`src/gb_bus_pkg.sv`:
```
// Shared types and constants for the console bus fabric
// Address and data types, memory-map bounds, high-page offsets,
// interrupt sources, region enum and pipeline stage structs
package gb_bus_pkg;

   typedef logic [15:0] addr_t;
   typedef logic [7:0]  byte_t;

   // One address word, seen whole or as page and offset
   typedef union packed {
      addr_t full;
      struct packed {
         byte_t page;
         byte_t offset;
      } split;
   } gb_addr_u;

   // Memory map
   localparam addr_t boot_rom_end = 16'h00FF;
   localparam addr_t cart_end     = 16'h7FFF;
   localparam addr_t wram_start   = 16'hC000;
   localparam addr_t wram_end     = 16'hDFFF;
   localparam addr_t echo_start   = 16'hE000;
   localparam addr_t echo_end     = 16'hFDFF;

   // Registers in page FF
   localparam byte_t mmio_page     = 8'hFF;
   localparam byte_t off_if        = 8'h0F;
   localparam byte_t off_bootstrap = 8'h50;
   localparam byte_t off_ie        = 8'hFF;

   localparam int wram_addr_bits = 13;
   localparam int irq_count      = 5;

   typedef logic [irq_count-1:0] irq_t;

   // Interrupt source bit positions
   localparam int irq_vblank = 0;
   localparam int irq_lcdc   = 1;
   localparam int irq_timer  = 2;
   localparam int irq_serial = 3;
   localparam int irq_joypad = 4;

   typedef enum logic [2:0] {
      reg_boot,
      reg_cart,
      reg_wram,
      reg_if,
      reg_ie,
      reg_bootstrap,
      reg_none
   } region_e;

   typedef struct packed {
      addr_t addr;
      logic  write;
      byte_t wdata;
   } bus_req_t;

   typedef struct packed {
      logic                      valid;
      region_e                   region;
      logic                      write;
      byte_t                     wdata;
      addr_t                     addr;
      logic [wram_addr_bits-1:0] wram_addr;
   } decoded_t;

   // Data is the immediate byte, RAM data is merged in later
   typedef struct packed {
      logic    valid;
      logic    read;
      region_e region;
      byte_t   data;
   } exec_t;

endpackage

```
`src/gb_addr_decode.sv`:
```
// Decode stage of the bus pipeline
// Takes requests and sorts each address into a memory-map region,
// folding the echo range onto work RAM
`timescale 1ns/1ps

module gb_addr_decode (
   input  logic                 clock,
   input  logic                 reset,
   input  logic                 advance,
   input  logic                 req_valid,
   input  gb_bus_pkg::bus_req_t req,
   input  logic                 boot_disable,
   output gb_bus_pkg::decoded_t decoded
);
   import gb_bus_pkg::*;

   gb_addr_u req_addr;
   region_e  region;
   logic     in_wram;
   logic     in_echo;

   assign req_addr.full = req.addr;

   assign in_wram = (req_addr.full >= wram_start) && (req_addr.full <= wram_end);
   assign in_echo = (req_addr.full >= echo_start) && (req_addr.full <= echo_end);

   always_comb begin
      if (!boot_disable && (req_addr.full <= boot_rom_end)) begin
         region = reg_boot;
      end else if (req_addr.full <= cart_end) begin
         region = reg_cart;
      end else if (in_wram || in_echo) begin
         region = reg_wram;
      end else if (req_addr.split.page == mmio_page) begin
         // Only three registers live in the high page here
         case (req_addr.split.offset)
            off_if:        region = reg_if;
            off_ie:        region = reg_ie;
            off_bootstrap: region = reg_bootstrap;
            default:       region = reg_none;
         endcase
      end else begin
         region = reg_none;
      end
   end

   always_ff @(posedge clock or posedge reset) begin
      if (reset) begin
         decoded <= '0;
      end else if (advance) begin
         decoded.valid     <= req_valid;
         decoded.region    <= region;
         decoded.write     <= req.write;
         decoded.wdata     <= req.wdata;
         decoded.addr      <= req.addr;
         // Echo range maps onto the same RAM bytes through the low address bits
         decoded.wram_addr <= req_addr.full[wram_addr_bits-1:0];
      end
   end

endmodule

```
`config.mk`:
```
export PLATFORM = sky130hd
export DESIGN_NAME = gb_addr_decode
export DESIGN_NICKNAME = d
export VERILOG_FILES = /design/src/gb_bus_pkg.sv /design/src/gb_addr_decode.sv
export SDC_FILE = /design/constraint.sdc
export NUM_CORES = 1
export LEC_CHECK = 0
export ABC_AREA = 1
export BUFFER_PORTS_ARGS = -buffer_cell sky130_fd_sc_hd__buf_2
export CAP_MARGIN = 20
export CELL_PAD_IN_SITES_DETAIL_PLACEMENT = 2
export CELL_PAD_IN_SITES_GLOBAL_PLACEMENT = 2
export CORE_MARGIN = 2
export CORE_UTILIZATION = 23
export CTS_CLUSTER_SIZE = 24
export DETAILED_ROUTE_END_ITERATION = 12
export GPL_ROUTABILITY_DRIVEN = 0
export PLACE_DENSITY_LB_ADDON = 0.1
export SLEW_MARGIN = 25
export SYNTH_ARGS = -nofsm -noshare
export SYNTH_HDL_FRONTEND = slang
export SYNTH_SLANG_ARGS = --single-unit
```
`constraint.sdc`:
```
create_clock -name clock -period 0.8 [get_ports clock]
set_input_delay 0 -clock clock [delete_from_list [all_inputs] [get_ports clock]]
set_output_delay 0 -clock clock [all_outputs]
set_load 0.01 [all_outputs]
```
==> out/results.ini, run 1 <==
[setup_path]
r2r-end = decoded[26]
ff2ff_setup_slack_ns = 0.02
worstPathMaxFanout = 3
critPathTopFamily = flip-flops
path_cells = buf_2
setup.worst_path.class = register to primary output
reg2reg_depth = 3
crit_required_ns = 0.80
worst-path-buf-inv = 1
cpPeakStageDelay_ns = 0.40
cp_slowest_cell = dfrtp_1
r2r-start = decoded[26]
crit_arrival_ns = 0.82
cp-start-kind = register
cp-end-kind = primary output

[sta]
max_slew_margin_pct = 84.4
tightest_slew_ns = 0.232
maxSlewViolCount = 0
clock.fmax_mhz = 1220
setup_viol = 20
min_period_over_period_pct = 102
fin_crit_ns = 0.820
holdWs_ns = 0.00166
fin_ws_ns = -0.0200
rsz0062_at_grt = true
hold_viol_final = 0
clock_skew_ns = 0

[cells_and_area]
largest_register_ffs = 29
final_common_cell = nand2_1
seqCellArea_um2 = 726
nets = 303
drive_gt1_share_pct = 38.3
max_flop_register = decoded
num-fill-cells = 672
final_cell_mix = nand2_1, buf_2, dfrtp_1
n_antenna_cell = 0
synthToLayoutAreaGrowth_pct = 61.5
multiInputGateArea_um2 = 453
top_regs = decoded x29

[die]
core_area_um2 = 5610
io_pins = 72
rows = 27
die_area_um2 = 6540
fp.dieW_um = 80.9
start_util_pct = 24.2
die_h_um = 80.9

[drt]
vias_per_cell = 4.14
num_vias = 1433
wl_per_cell_um = 13.6
top_layer = met4
ant_nets = 0
dr.pass1.iters = 4
routed-wl-met3_um = 277
wl_mm = 4.70
drc = 0
met1_length_mm = 1.91
wl_met2_mm = 2.51
drtIter0Drc = 25

[place]
port_buffers = 71
place_hpwl_mm = 3.21
place_ws_ns = -0.0347

[global_route]
grt_max_degree = 30
track_usage_pct = 15.3
grt_pass1_wl_mm = 7.60
grt_pass1_vias = 1543
antenna_found_initial = 0
grt-ovfl-total = 0

[synthesis]
ys_ff_latch = 29
syn_nets = 202
synth.distinct_cells = 13
yosysSeqAreaShare_pct = 53.4
syn_avg_cell_area_um2 = 7.90
synth_top_cell_area_share_pct = 53.4
yosys_warnings = 0
synth_area_um2 = 1360
synthTopCellsByArea = dfrtp_1, nand2_1, buf_4
synth_top_area_cell = dfrtp_1
syn_inst = 172

[clock_tree]
cts_buffers = 5
worstSkewPairLatency_ns = 0.27
cts_tree = built
cts.sinks = 29
clock_path_buffers = 2
ctsHtreeMaxLevel = 2
path_clk_slew_ns = 0.06
cts-root-buf = clkbuf_8

[power_and_ir_drop]
peakVddDrop_v = 0.000916
p_leak_nw = 1.23
totalPowerFinal_w = 0.00374
powerDensity_nw_per_um2 = 1700

[hold_path]
whs_endpoint = decoded[25]
min_path_type = primary input to register
hp-start = req[21]
hold_depth = 3

[outcome]
violations = negative setup slack
status = finished with violations

[job]
max_cap_viol_count = 0

[what timing repair did]
action | CTS | global route
setup endpoints to repair | 42 | 48
endpoints found under the hold margin | 47 | 0
gates resized for setup | 1 | 17
buffers inserted | 12 | 6
pin swaps | 0 | 1
hold buffers | 19 | 0
[where the power goes]
group	total [W]	leakage [nW]	switching [W]	internal (W)
sequential	0.00169	0.354	0.0000879	0.00160
combinational	0.000915	0.839	0.000437	0.000478
clock	0.00114	0.0395	0.000520	0.000617
[area by class of cell]
class,count,area share [%]
Timing Repair Buffer,113,36.3
Sequential cell,29,33.1
Multi-Input combinational cell,111,20.6
Tap cell,72,4.10
Clock buffer,8,3.65
Inverter,13,2.22
[how the worst max path moves through the flow]
stage / from / endpoint / slack, ns / cells after the start
floorplan: decoded[13] / decoded[13] / 0.14 / 2
global placement: req[14] / decoded[38] / -0.0006 / 10
detailed placement: req[14] / decoded[38] / -0.03 / 10
CTS: decoded[19] / decoded[19] / -0.04 / 1
global route: decoded[19] / decoded[19] / -0.07 / 1
finish: decoded[19] / decoded[19] / -0.02 / 1
[synth_stat cells]
master and instances:
nand2_1 84, dfrtp_1 29, buf_4 14, inv_1 12, o21ai_0 11, nor2_1 7
nand3_1 5, buf_2 4, nor3_1 2, buf_6 1, inv_2 1, nor2_2 1
nor3_2 1
[routing by layer]
layer / up-vias / GRT usage [%]
met4: 0 / 3.56
met5: - / 0
met1: 672 / 18.1
met3: 2 / 4.00
li1: 710 / -
met2: 49 / 27.7
[per-stage QoR]
| stage | TNS, ns | instance area, um2 | instances | utilization [%] |
|---|---|---|---|---|
| 2_1_floorplan | 0 | 1360 | 172 | - |
| 3_3_place_gp | -0.000618 | 1740 | 302 | 31.0 |
| 3_5_place_dp | -0.0701 | 1740 | 302 | 31.0 |
| 4_1_cts | -0.650 | 2100 | 341 | 37.5 |
| 5_1_grt | -1.76 | 2190 | 346 | 39.1 |
| 6_report | -0.156 | 2190 | 346 | 39.1 |
[cell families (layout without fill, tap and decap cells)]
| family | after synthesis | count (layout) | synth area share (%) |
|---|---|---|---|
| AND/OR/NAND/NOR | 100 | 100 | 28.9 |
| AO/OA/AOI/OAI | 11 | 11 | 4.05 |
| buffers and inverters | 32 | 134 | 13.6 |
| flip-flops | 29 | 29 | 53.4 |
(Power assumes the default switching activity.)
==> run 2: changes to the inputs <==
- MAX_ROUTING_LAYER: unset -> met4
==> run 2 against run 1 <==
- fmax is essentially flat
- combinational power decreased by 0.5%
- total power down 0.12%
- design area down 0.28%
- the run still ends with negative setup slack left
- worst hold slack about the same
- clock power is essentially flat
- clock skew is the same
- flip-flop and latch count unchanged
- critical endpoint unchanged
==> out/results.ini, run 2 (synthesized netlist as in run 1, its figures left out) <==
[outcome]
status = finished with violations
violations = negative setup slack

[cells_and_area]
n_antenna_cell = 0  ; unchanged
largest_register_ffs = 29  ; unchanged
synthToLayoutAreaGrowth_pct = 61.0
nets = 303  ; unchanged
drive_gt1_share_pct = 38.3  ; unchanged
final_cell_area_um2 = 2190  ; -0.28%
max_flop_register = decoded
multiInputGateArea_um2 = 453  ; unchanged
seqCellArea_um2 = 726  ; unchanged
num-fill-cells = 674  ; +0.30%
top_regs = decoded x29
final_cell_mix = nand2_1, buf_2, dfrtp_1
final_common_cell = nand2_1

[setup_path]
critPathTopFamily = flip-flops
setup.worst_path.class = register to primary output
cp_slowest_cell = dfrtp_1
r2r-start = decoded[26]
path_cells = buf_2
cp-end-kind = primary output
endpoint = decoded[19]
worstPathMaxFanout = 3  ; unchanged
cp.depth = 1  ; unchanged
worst-path-buf-inv = 1  ; unchanged
ff2ff_setup_slack_ns = 0.02  ; about the same
crit_required_ns = 0.80  ; about the same
crit_arrival_ns = 0.82  ; about the same
reg2reg_depth = 3  ; unchanged
r2r-end = decoded[26]
cp-start-kind = register
cpPeakStageDelay_ns = 0.40  ; about the same
cp-startpoint = decoded[19]

[sta]
fin_ws_ns = -0.0201  ; -0.000183 ns
rsz0062_at_grt = true
setup_viol = 20  ; unchanged
maxSlewViolCount = 0  ; unchanged
hold_viol_final = 0  ; unchanged
setup-tns-final_ns = -0.153  ; +0.00326 ns
clock_skew_ns = 0  ; unchanged
fin_crit_ns = 0.820  ; +0.000183 ns
tightest_slew_ns = 0.232  ; -0.000000596 ns
max_slew_margin_pct = 84.4  ; about the same
clock.fmax_mhz = 1220  ; about the same
min_period_over_period_pct = 103  ; about the same

[global_route]
grt_pass1_vias = 1544  ; +0.065%
grt-ovfl-total = 0  ; unchanged
track_usage_pct = 15.8  ; +0.42 points
grt_max_degree = 30  ; unchanged
grt_pass1_wl_mm = 7.59  ; -0.17%
antenna_found_initial = 0  ; unchanged

[place]
place_hpwl_mm = 3.21  ; unchanged
place_ws_ns = -0.0347  ; unchanged
port_buffers = 71  ; unchanged
dpl-instance-area_um2 = 1740  ; unchanged

[power_and_ir_drop]
p_leak_nw = 1.23  ; -0.15%
peakVddDrop_v = 0.000917  ; about the same
powerDensity_nw_per_um2 = 1710  ; +0.16%

[clock_tree]
cts-root-buf = clkbuf_8
ctsHtreeMaxLevel = 2  ; unchanged
clock_path_buffers = 2  ; unchanged
cts_buffers = 5  ; unchanged
path_clk_slew_ns = 0.06  ; about the same
cts_tree = built
worstSkewPairLatency_ns = 0.27  ; about the same
cts.sinks = 29  ; unchanged

[drt]
num_vias = 1438  ; +0.35%
dr.pass1.iters = 4  ; unchanged
ant_nets = 0  ; unchanged
wl_per_cell_um = 13.6  ; about the same
wl_mm = 4.70  ; about the same
drtIter0Drc = 33  ; +32%
vias_per_cell = 4.16  ; +0.35%
drc = 0  ; unchanged

[hold_path]
min_path_type = primary input to register

[die]
fp.dieW_um = 80.9  ; unchanged
core_area_um2 = 5610  ; unchanged
die_h_um = 80.9  ; unchanged
start_util_pct = 24.2  ; unchanged
io_pins = 72  ; unchanged
die_area_um2 = 6540  ; unchanged
rows = 27  ; unchanged

[job]
max_cap_viol_count = 0  ; unchanged

## run 2: power breakdown
group | internal [W] | total, W | switching, W
registers | 0.00160 | 0.00168 | 0.0000866
logic | 0.000473 | 0.000910 | 0.000437
clock network | 0.000617 | 0.00114 | 0.000522
## run 2: area by class of cell
type	instances	area share [%]
Multi-Input combinational cell	111	20.7
Clock buffer	8	3.66
Timing Repair Buffer	113	36.1
Inverter	13	2.23
Tap cell	72	4.12
Sequential cell	29	33.2
## run 2: how the worst min path moves through the flow
stage                 start           to  cells after the start
floorplan             reset  decoded[13]                      1
global placement      reset  decoded[29]                      3
detailed placement    reset  decoded[31]                      3
CTS                 req[20]  decoded[24]                      3
global route        req[10]  decoded[14]                      3
finish              req[17]  decoded[21]                      3
## run 2: metrics by stage
stage                     total power [W]  cells  hold slack, ns  util, %
after global placement            0.00236    302          0.0484     31.0
final                             0.00373    346         0.00184     39.0
after global routing              0.00400    346         0.00844     39.0
after floorplan                   0.00209    172          0.0781        -
after CTS                         0.00373    341         0.00595     37.5
after detailed placement          0.00239    302          0.0554     31.0
## run 2: repair_timing
item,CTS,global route
pin swaps,0,1
buffers inserted,12,6
hold buffers,19,0
gates resized for setup,1,16
setup endpoints to repair,42,48
hold endpoints to repair,47,0
## run 2: metal layers
metal / global-route usage (%) / wire length [um]
met5: - / 0
met4: 3.56 / 15
met3: 3.89 / 271
met2: 27.6 / 2510
met1: 18.2 / 1900
