## config.mk

```make
export PLATFORM = sky130hd
export DESIGN_NAME = gb_read_return
export DESIGN_NICKNAME = d
export VERILOG_FILES = /design/src/gb_bus_pkg.sv /design/src/gb_read_return.sv
export SDC_FILE = /design/constraint.sdc
export NUM_CORES = 1
export LEC_CHECK = 0
export BUFFER_PORTS_ARGS = -buffer_cell sky130_fd_sc_hd__buf_2
export CORE_AREA = 2 2 39 41
export DETAILED_ROUTE_END_ITERATION = 10
export DIE_AREA = 0 0 41 43
export SLEW_MARGIN = 25
export SYNTH_ARGS = -nofsm -noshare
export SYNTH_HDL_FRONTEND = slang
export SYNTH_SLANG_ARGS = --single-unit
export TNS_END_PERCENT = 1
```

## constraint.sdc

```tcl
create_clock -name clock -period 0.8 [get_ports clock]
set_input_delay 0.12 -clock clock [delete_from_list [all_inputs] [get_ports clock]]
set_output_delay 0.12 -clock clock [all_outputs]
set_load 0.02 [all_outputs]
```

## src/gb_bus_pkg.sv

```systemverilog
// Shared types and constants for the console bus fabric
// Address and data types, memory-map bounds, high-page offsets,
// interrupt sources, region enum and pipeline stage structs
package gb_bus_pkg;

   typedef logic [15:0] addr_t;
   typedef logic [7:0]  byte_t;

   // One address word, seen whole or as page and offset
   typedef union packed {
      addr_t full;
      struct packed {
         byte_t page;
         byte_t offset;
      } split;
   } gb_addr_u;

   // Memory map
   localparam addr_t boot_rom_end = 16'h00FF;
   localparam addr_t cart_end     = 16'h7FFF;
   localparam addr_t wram_start   = 16'hC000;
   localparam addr_t wram_end     = 16'hDFFF;
   localparam addr_t echo_start   = 16'hE000;
   localparam addr_t echo_end     = 16'hFDFF;

   // Registers in page FF
   localparam byte_t mmio_page     = 8'hFF;
   localparam byte_t off_if        = 8'h0F;
   localparam byte_t off_bootstrap = 8'h50;
   localparam byte_t off_ie        = 8'hFF;

   localparam int wram_addr_bits = 13;
   localparam int irq_count      = 5;

   typedef logic [irq_count-1:0] irq_t;

   // Interrupt source bit positions
   localparam int irq_vblank = 0;
   localparam int irq_lcdc   = 1;
   localparam int irq_timer  = 2;
   localparam int irq_serial = 3;
   localparam int irq_joypad = 4;

   typedef enum logic [2:0] {
      reg_boot,
      reg_cart,
      reg_wram,
      reg_if,
      reg_ie,
      reg_bootstrap,
      reg_none
   } region_e;

   typedef struct packed {
      addr_t addr;
      logic  write;
      byte_t wdata;
   } bus_req_t;

   typedef struct packed {
      logic                      valid;
      region_e                   region;
      logic                      write;
      byte_t                     wdata;
      addr_t                     addr;
      logic [wram_addr_bits-1:0] wram_addr;
   } decoded_t;

   // Data is the immediate byte, RAM data is merged in later
   typedef struct packed {
      logic    valid;
      logic    read;
      region_e region;
      byte_t   data;
   } exec_t;

endpackage

```

## src/gb_read_return.sv

```systemverilog
// Result stage of the bus pipeline
// Output register for read data and the response handshake
`timescale 1ns/1ps

module gb_read_return (
   input  logic              clock,
   input  logic              reset,
   input  logic              advance,
   input  gb_bus_pkg::exec_t exec,
   input  logic              rsp_ready,
   output logic              rsp_valid,
   output gb_bus_pkg::byte_t rsp_data,
   output logic              stage_busy
);

   logic capture;

   // Writes leave the stage empty
   assign capture = exec.valid && exec.read;

   always_ff @(posedge clock or posedge reset) begin
      if (reset) begin
         rsp_valid <= 1'b0;
      end else if (advance) begin
         rsp_valid <= capture;
      end
   end

   always_ff @(posedge clock) begin
      if (advance && capture) begin
         rsp_data <= exec.data;
      end
   end

   // Response waiting and the master not taking it this cycle
   assign stage_busy = rsp_valid && !rsp_ready;

endmodule

```

==> key figures, run 1 <==
STA
  • Tmin final: about 1.0 ns
  • Measured slew at the worst slew-check pin: between 0.1 and 0.15 ns
  • Final Worst Setup Slack: -0.207 ns
  • Hold_ws: 0.0393 ns
  • Fin Setup TNS: -1.06 ns
  • Worst Clk Skew: 0 ns
  • Part of the cycle the worst path needs: 126%
  • Final hold vios: 0
  • Max_slew headroom: 91.1%
  • # setup viols final: 10
  • Fmax: 0.993 GHz
  • Max-slew violations: 0
  • Unrepaired setup endpoints after global routing: true

Global routing
  • Global-route wire length before repair: 917 µm
  • Met2 Resource Use GR: a little over a tenth
  • Met1 usage: a little under a tenth
  • Vias in the first global route: 234
  • M3 GR Usage: approximately 5.8%
  • GRT Total Usage: 8.66%
  • GRT Max-Usage Layer: met2
  • Overflow after GRT: 0
  • Initial antenna violation count: 0
  • Largest net degree at the start of global routing: 10

Power
  • Sequential share of power: about 55%
  • P_sw: roughly 0.00022 W
  • Tot Pwr: 0.00100 W
  • Peak VDD IR: roughly 0.71 mV
  • Comb pwr share: between 10% and 20%
  • Clock network power share: 33.7%
  • Static Leak: ~0.21 nW
  • Internal: between 0.0007 and 0.0008 W
  • Sw Ratio: a little over a fifth
  • Pwr/cell area: about 2100 nW/µm²

Detailed routing
  • Avg WL per Cell: about 11 µm
  • Total vias in the final route: between 200 and 250
  • Antenna Nets Post-Route: 0
  • DR pass1 iterations: 2
  • Starting DRT DRC Count: 3
  • Routed WL: roughly 610 µm
  • DR vias/cell: roughly 3.8
  • Drt drc: 0

Floorplanning
  • Core Box Area: ~1400 µm²
  • Die area: 1760 µm²
  • Chip width: roughly 40 µm
  • DIE HEIGHT: about 43 µm
  • Core Rows: 14
  • Effective utilization at floorplan: around a fifth
  • Top Ports: 27

Worst setup path
  • CP Buf/Inv Count: 2
  • CP max stage cell: dfrtp_2
  • Setup slack, reg-to-reg: ~0.12 ns
  • Critical Path RT: about 0.68 ns
  • Startpoint Class: register
  • Worst setup path endpoint: stage_busy
  • CP Class: register to output port
  • Reg2reg end: rsp_valid$_DFFE_PP0P_
  • CP endpoint kind: output port
  • Worst R2R Path Depth: 2
  • Arrival time of the worst setup path: slightly below 0.9 ns
  • CP Launch Point: rsp_valid$_DFFE_PP0P_
  • Worst path max stage delay: about 0.41 ns
  • Cell depth of the worst setup path: 3
  • Worst Path Max Fanout: 2
  • Crit path max-delay family: flip-flops
  • Reg-to-Reg Start: rsp_valid$_DFFE_PP0P_
  • Cell Chain, Critical Path: inv_2, nor2_4, buf_6

Clock network
  • Worst-Skew Late Latency: between 0.2 and 0.3 ns
  • Post-CTS setup repair buffer count: 0
  • CTS root buf: clkbuf_4
  • CTS tree: built
  • H-tree lvl count: 1
  • CTS Buf Count: 3
  • Clk sinks: 9
  • CTS Buffer Depth: 2
  • CTS clk-pin slew, worst paths: about 0.06 ns

Synth
  • Syn Area/Cell: 21.1 µm²
  • Yosys cell types: 6
  • Synthesized area: 295 µm²
  • Register area share after synthesis: about 90%
  • Synthesized instance count: 14
  • Net Count, Synth: 31
  • Synthesis-stage register bit count: 9
  • Warnings from Yosys: 0

Layout
  • Commonest cells after routing, fill and taps aside: buf_2, edfxtp_1, clkbuf_4
  • Cell area after layout: between 400 and 500 µm²
  • Diodes inserted: 0
  • Most common cell after layout, fill and taps aside: buf_2
  • Nets: 60
  • Share of cells above drive strength 1: 71.4%
  • Final Util: between 30% and 40%
  • Area grow syn2layout: 63.1%

Placement
  • Placed cell areas: around 440 µm²
  • Routability congestion estimate from global placement: about 0.64
  • Detail Placement HPWL: slightly below 500 µm
  • IO Port Bufs: 23

Min path
  • Worst hold path type: primary input to register

Flow run
  • Max Cap Violations: 0

Outcome
  • Failing checks: setup timing
  • Status: finished with violations
==> power groups by stage <==
stage          logic [W]  registers [W]  clock network, W
6_report        0.000118       0.000546          0.000337
5_1_grt         0.000126       0.000548          0.000376
4_1_cts         0.000120       0.000546          0.000356
3_5_place_dp    0.000113       0.000555                 0
3_3_place_gp    0.000109       0.000555                 0
2_1_floorplan  0.0000215       0.000586                 0
==> synthesized netlist by cell type (all sizes together) <==
master	n	area [µm²]
and3	1	11.3
dfrtp	1	25.0
edfxtp	8	240
inv	2	7.51
nor2	1	3.75
o21bai	1	7.51
==> repair_timing <==
action | 4_1_cts | 5_1_grt
endpoints found under the setup margin | 10 | 10
cloned | 0 | 0
hold endpoints to repair | 1 | 0
hold buffers | 1 | 0
pin swaps | 1 | 0
resized for setup | 3 | 0
==> worst min path at each step <==
stage | start | end | slack [ns] | depth (start not counted)
2_1_floorplan | reset | rsp_valid$_DFFE_PP0P_ | -0.15 | 1
3_3_place_gp | reset | rsp_valid$_DFFE_PP0P_ | -0.04 | 2
3_5_place_dp | reset | rsp_valid$_DFFE_PP0P_ | -0.05 | 2
4_1_cts | exec[5] | rsp_data[5]$_DFFE_PP_ | 0.03 | 1
5_1_grt | exec[5] | rsp_data[5]$_DFFE_PP_ | 0.02 | 1
6_report | exec[0] | rsp_data[0]$_DFFE_PP_ | 0.04 | 1
==> flip-flops by register name, summed over array words and instances, names as in the netlist <==
| name | cells |
|---|---|
| rsp_valid | 1 |
| rsp_data | 8 |
==> through the flow <==
stage / setup slack, ns / instances
6_report: -0.207 / 58
5_1_grt: -0.245 / 58
4_1_cts: -0.220 / 58
3_5_place_dp: -0.000118 / 53
3_3_place_gp: 0.00463 / 53
2_1_floorplan: 0.0284 / 14
==> cell families after synthesis <==
group / synth area share, %
compound gates: 2.54
buf+inv: 2.54
flops: 89.8
simple gates: 5.08
==> final cells by class <==
class	instances	area, µm²
fill	137	902
sequential	9	267
timing repair buffer	24	131
multi-input combinational	3	30.0
clock buffer	4	26.3
tap	16	20.0
inverter	2	7.51
==> per-layer routing <==
metal | wire [µm] | part of all wire, % | up-vias
met4 | 0 | 0 | 0
met5 | 0 | 0 | -
met1 | 262 | 43 | 88
met2 | 229 | 38 | 24
met3 | 118 | 19 | 0
li1 | - | - | 107
==> worst register-to-register path: stages, from the launching register on <==
cell	delay, ns
dfrtp_2	0.41
inv_2	0.08
o21bai_1	0.08
No activity file was read; power rests on OpenSTA's default activity.
==> run 2: changes to the inputs <==
--- a/config.mk
+++ b/config.mk
@@ -9,7 +9,7 @@
 export CORE_AREA = 2 2 39 41
 export DETAILED_ROUTE_END_ITERATION = 10
 export DIE_AREA = 0 0 41 43
-export SLEW_MARGIN = 25
+export SLEW_MARGIN = 40
 export SYNTH_ARGS = -nofsm -noshare
 export SYNTH_HDL_FRONTEND = slang
 export SYNTH_SLANG_ARGS = --single-unit
==> constraint.sdc (replaced) <==
create_clock -name clock -period 1.2 [get_ports clock]
set_input_delay 0.18 -clock clock [delete_from_list [all_inputs] [get_ports clock]]
set_output_delay 0.18 -clock clock [all_outputs]
set_load 0.02 [all_outputs]
==> key figures, run 2 (synthesis results as in run 1) <==
Worst setup path
  • CP max stage cell: dfrtp_1
  • CP Class: register to output port
  • Cell Chain, Critical Path: inv_1, nor2_1, buf_2
  • CP Buf/Inv Count: 2 (unchanged)
  • Startpoint Class: register
  • Critical Path RT: 1.02 ns (+0.34 ns)
  • Worst Path Max Fanout: 2 (unchanged)
  • Worst path max stage delay: 0.35 ns (-0.06 ns)
  • CP endpoint kind: output port
  • Arrival time of the worst setup path: 0.91 ns (+0.02 ns)
  • Crit path max-delay family: flip-flops

Global routing
  • Vias in the first global route: 195 (-17%)
  • Overflow after GRT: 0 (unchanged)
  • Largest net degree at the start of global routing: 10 (unchanged)
  • Met1 usage: 10.5% (+1.0 points)
  • GRT Total Usage: 8.57% (-0.093 points)
  • Met2 Resource Use GR: 8.13% (-2.5 points)
  • Initial antenna violation count: 0 (unchanged)
  • M3 GR Usage: 6.28% (+0.52 points)
  • Global-route wire length before repair: 828 µm (-9.7%)
  • GRT Max-Usage Layer: met1

Detailed routing
  • Starting DRT DRC Count: 0 (-3)
  • Antenna Nets Post-Route: 0 (unchanged)
  • Routed WL: 589 µm (-3.4%)
  • Total vias in the final route: 221 (+0.91%)
  • Drt drc: 0 (unchanged)
  • Avg WL per Cell: 10.2 µm (-3.4%)
  • DR vias/cell: 3.81 (+0.91%)
  • DR pass1 iterations: 1 (-1)

STA
  • Worst Clk Skew: 0 ns (unchanged)
  • Measured slew at the worst slew-check pin: 0.133 ns (+0.000297 ns)
  • Final hold vios: 0 (unchanged)
  • Unrepaired setup endpoints after global routing: false
  • Max_slew headroom: 91.1% (about the same)
  • Part of the cycle the worst path needs: between 90% and 100%
  • # setup viols final: 0 (-10)
  • Fin Setup TNS: 0 ns (+1.06 ns)
  • Final Worst Setup Slack: 0.108 ns (+0.315 ns)
  • Fmax: 0.916 GHz
  • Max-slew violations: 0 (unchanged)
  • Tmin final: between 1 and 1.5 ns

Layout
  • Final Util: 33.7% (-1.1 points)
  • Fin cells: 58 (unchanged)
  • Area grow syn2layout: 58.1%
  • Share of cells above drive strength 1: 64.3% (-7.1 points)
  • Biggest regs: rsp_data x8, rsp_valid x1
  • Commonest cells after routing, fill and taps aside: buf_2, edfxtp_1, clkbuf_4
  • Diodes inserted: 0 (unchanged)
  • Filler cells: 135 (-1.5%)
  • Max reg flops: 8 (unchanged)
  • Largest Register: rsp_data
  • Most common cell after layout, fill and taps aside: buf_2
  • Nets: 60 (unchanged)

Floorplanning
  • Core Box Area: 1380 µm² (unchanged)
  • Core Rows: 14 (unchanged)
  • Die area: 1760 µm² (unchanged)
  • Chip width: 41 µm (unchanged)
  • DIE HEIGHT: 43 µm (unchanged)
  • Top Ports: 27 (unchanged)
  • Effective utilization at floorplan: 21.3% (unchanged)

Power
  • Static Leak: 0.215 nW (about the same)
  • Pwr/cell area: 1420 nW/µm² (-31%)
  • Peak VDD IR: 0.545 mV (-23%)

Clock network
  • H-tree lvl count: 1 (unchanged)
  • Clk sinks: 9 (unchanged)
  • CTS Buf Count: 3 (unchanged)
  • Post-CTS setup repair buffer count: 0 (unchanged)
  • CTS root buf: clkbuf_4
  • CTS Buffer Depth: 2 (unchanged)
  • CTS clk-pin slew, worst paths: 0.06 ns (about the same)
  • CTS tree: built
  • Worst-Skew Late Latency: 0.25 ns (about the same)

Placement
  • Dpl cells: 53 (unchanged)
  • IO Port Bufs: 23 (unchanged)
  • Routability congestion estimate from global placement: 0.627 (-2.4%)
  • Pre-CTS WS: 0.376 ns (+0.376 ns)

Flow run
  • Max Cap Violations: 0 (unchanged)

Min path
  • Worst hold path type: primary input to register

Outcome
  • Status: complete, no violations
## run 2: path summary, 6_finish.rpt
kind	cells after the start	end	start	slack (ns)
max reg2reg	2	rsp_valid$_DFFE_PP0P_	rsp_valid$_DFFE_PP0P_	0.56
max in group asynchronous	3	rsp_valid$_DFFE_PP0P_	reset	0.81
max	3	stage_busy	rsp_valid$_DFFE_PP0P_	0.11
min reg2reg	2	rsp_valid$_DFFE_PP0P_	rsp_valid$_DFFE_PP0P_	0.56
min in group asynchronous	3	rsp_valid$_DFFE_PP0P_	reset	0.30
min	1	rsp_data[0]$_DFFE_PP_	exec[0]	0.1
## run 2: where the power goes
part	internal, W	total, W	switching [W]
Combinational	0.0000319	0.0000721	0.0000402
Sequential	0.000359	0.000363	0.00000432
Clock	0.000128	0.000229	0.000101
## run 2: metal layers
| layer | up-vias | part of all wire, % |
|---|---|---|
| li1 | 107 | - |
| met5 | - | 0 |
| met4 | 0 | 5.1 |
| met2 | 25 | 31 |
| met3 | 4 | 18 |
| met1 | 85 | 45 |
## run 2: what timing repair did
action | in CTS | in global routing
hold buffers | 1 | 0
gates resized for setup | 0 | 0
endpoints found under the hold margin | 1 | 0
## run 2: final cells by class
cell class	count	area [µm²]	area share [%]
flip-flops and latches	9	265	56.8
well taps	16	20.0	4.29
inverters	2	7.51	1.61
repair buffers	24	125	26.8
multi-input cells	3	22.5	4.83
clock buffers	4	26.3	5.63
## run 2: per-stage QoR
step                hold slack (ns)  total power [W]  cell area (µm²)
floorplan                   -0.0913         0.000402              295
global placement             0.0152         0.000439              430
detailed placement           0.0164         0.000440              430
CTS                          0.0845         0.000677              467
global route                 0.0821         0.000699              467
finish                       0.0959         0.000664              467
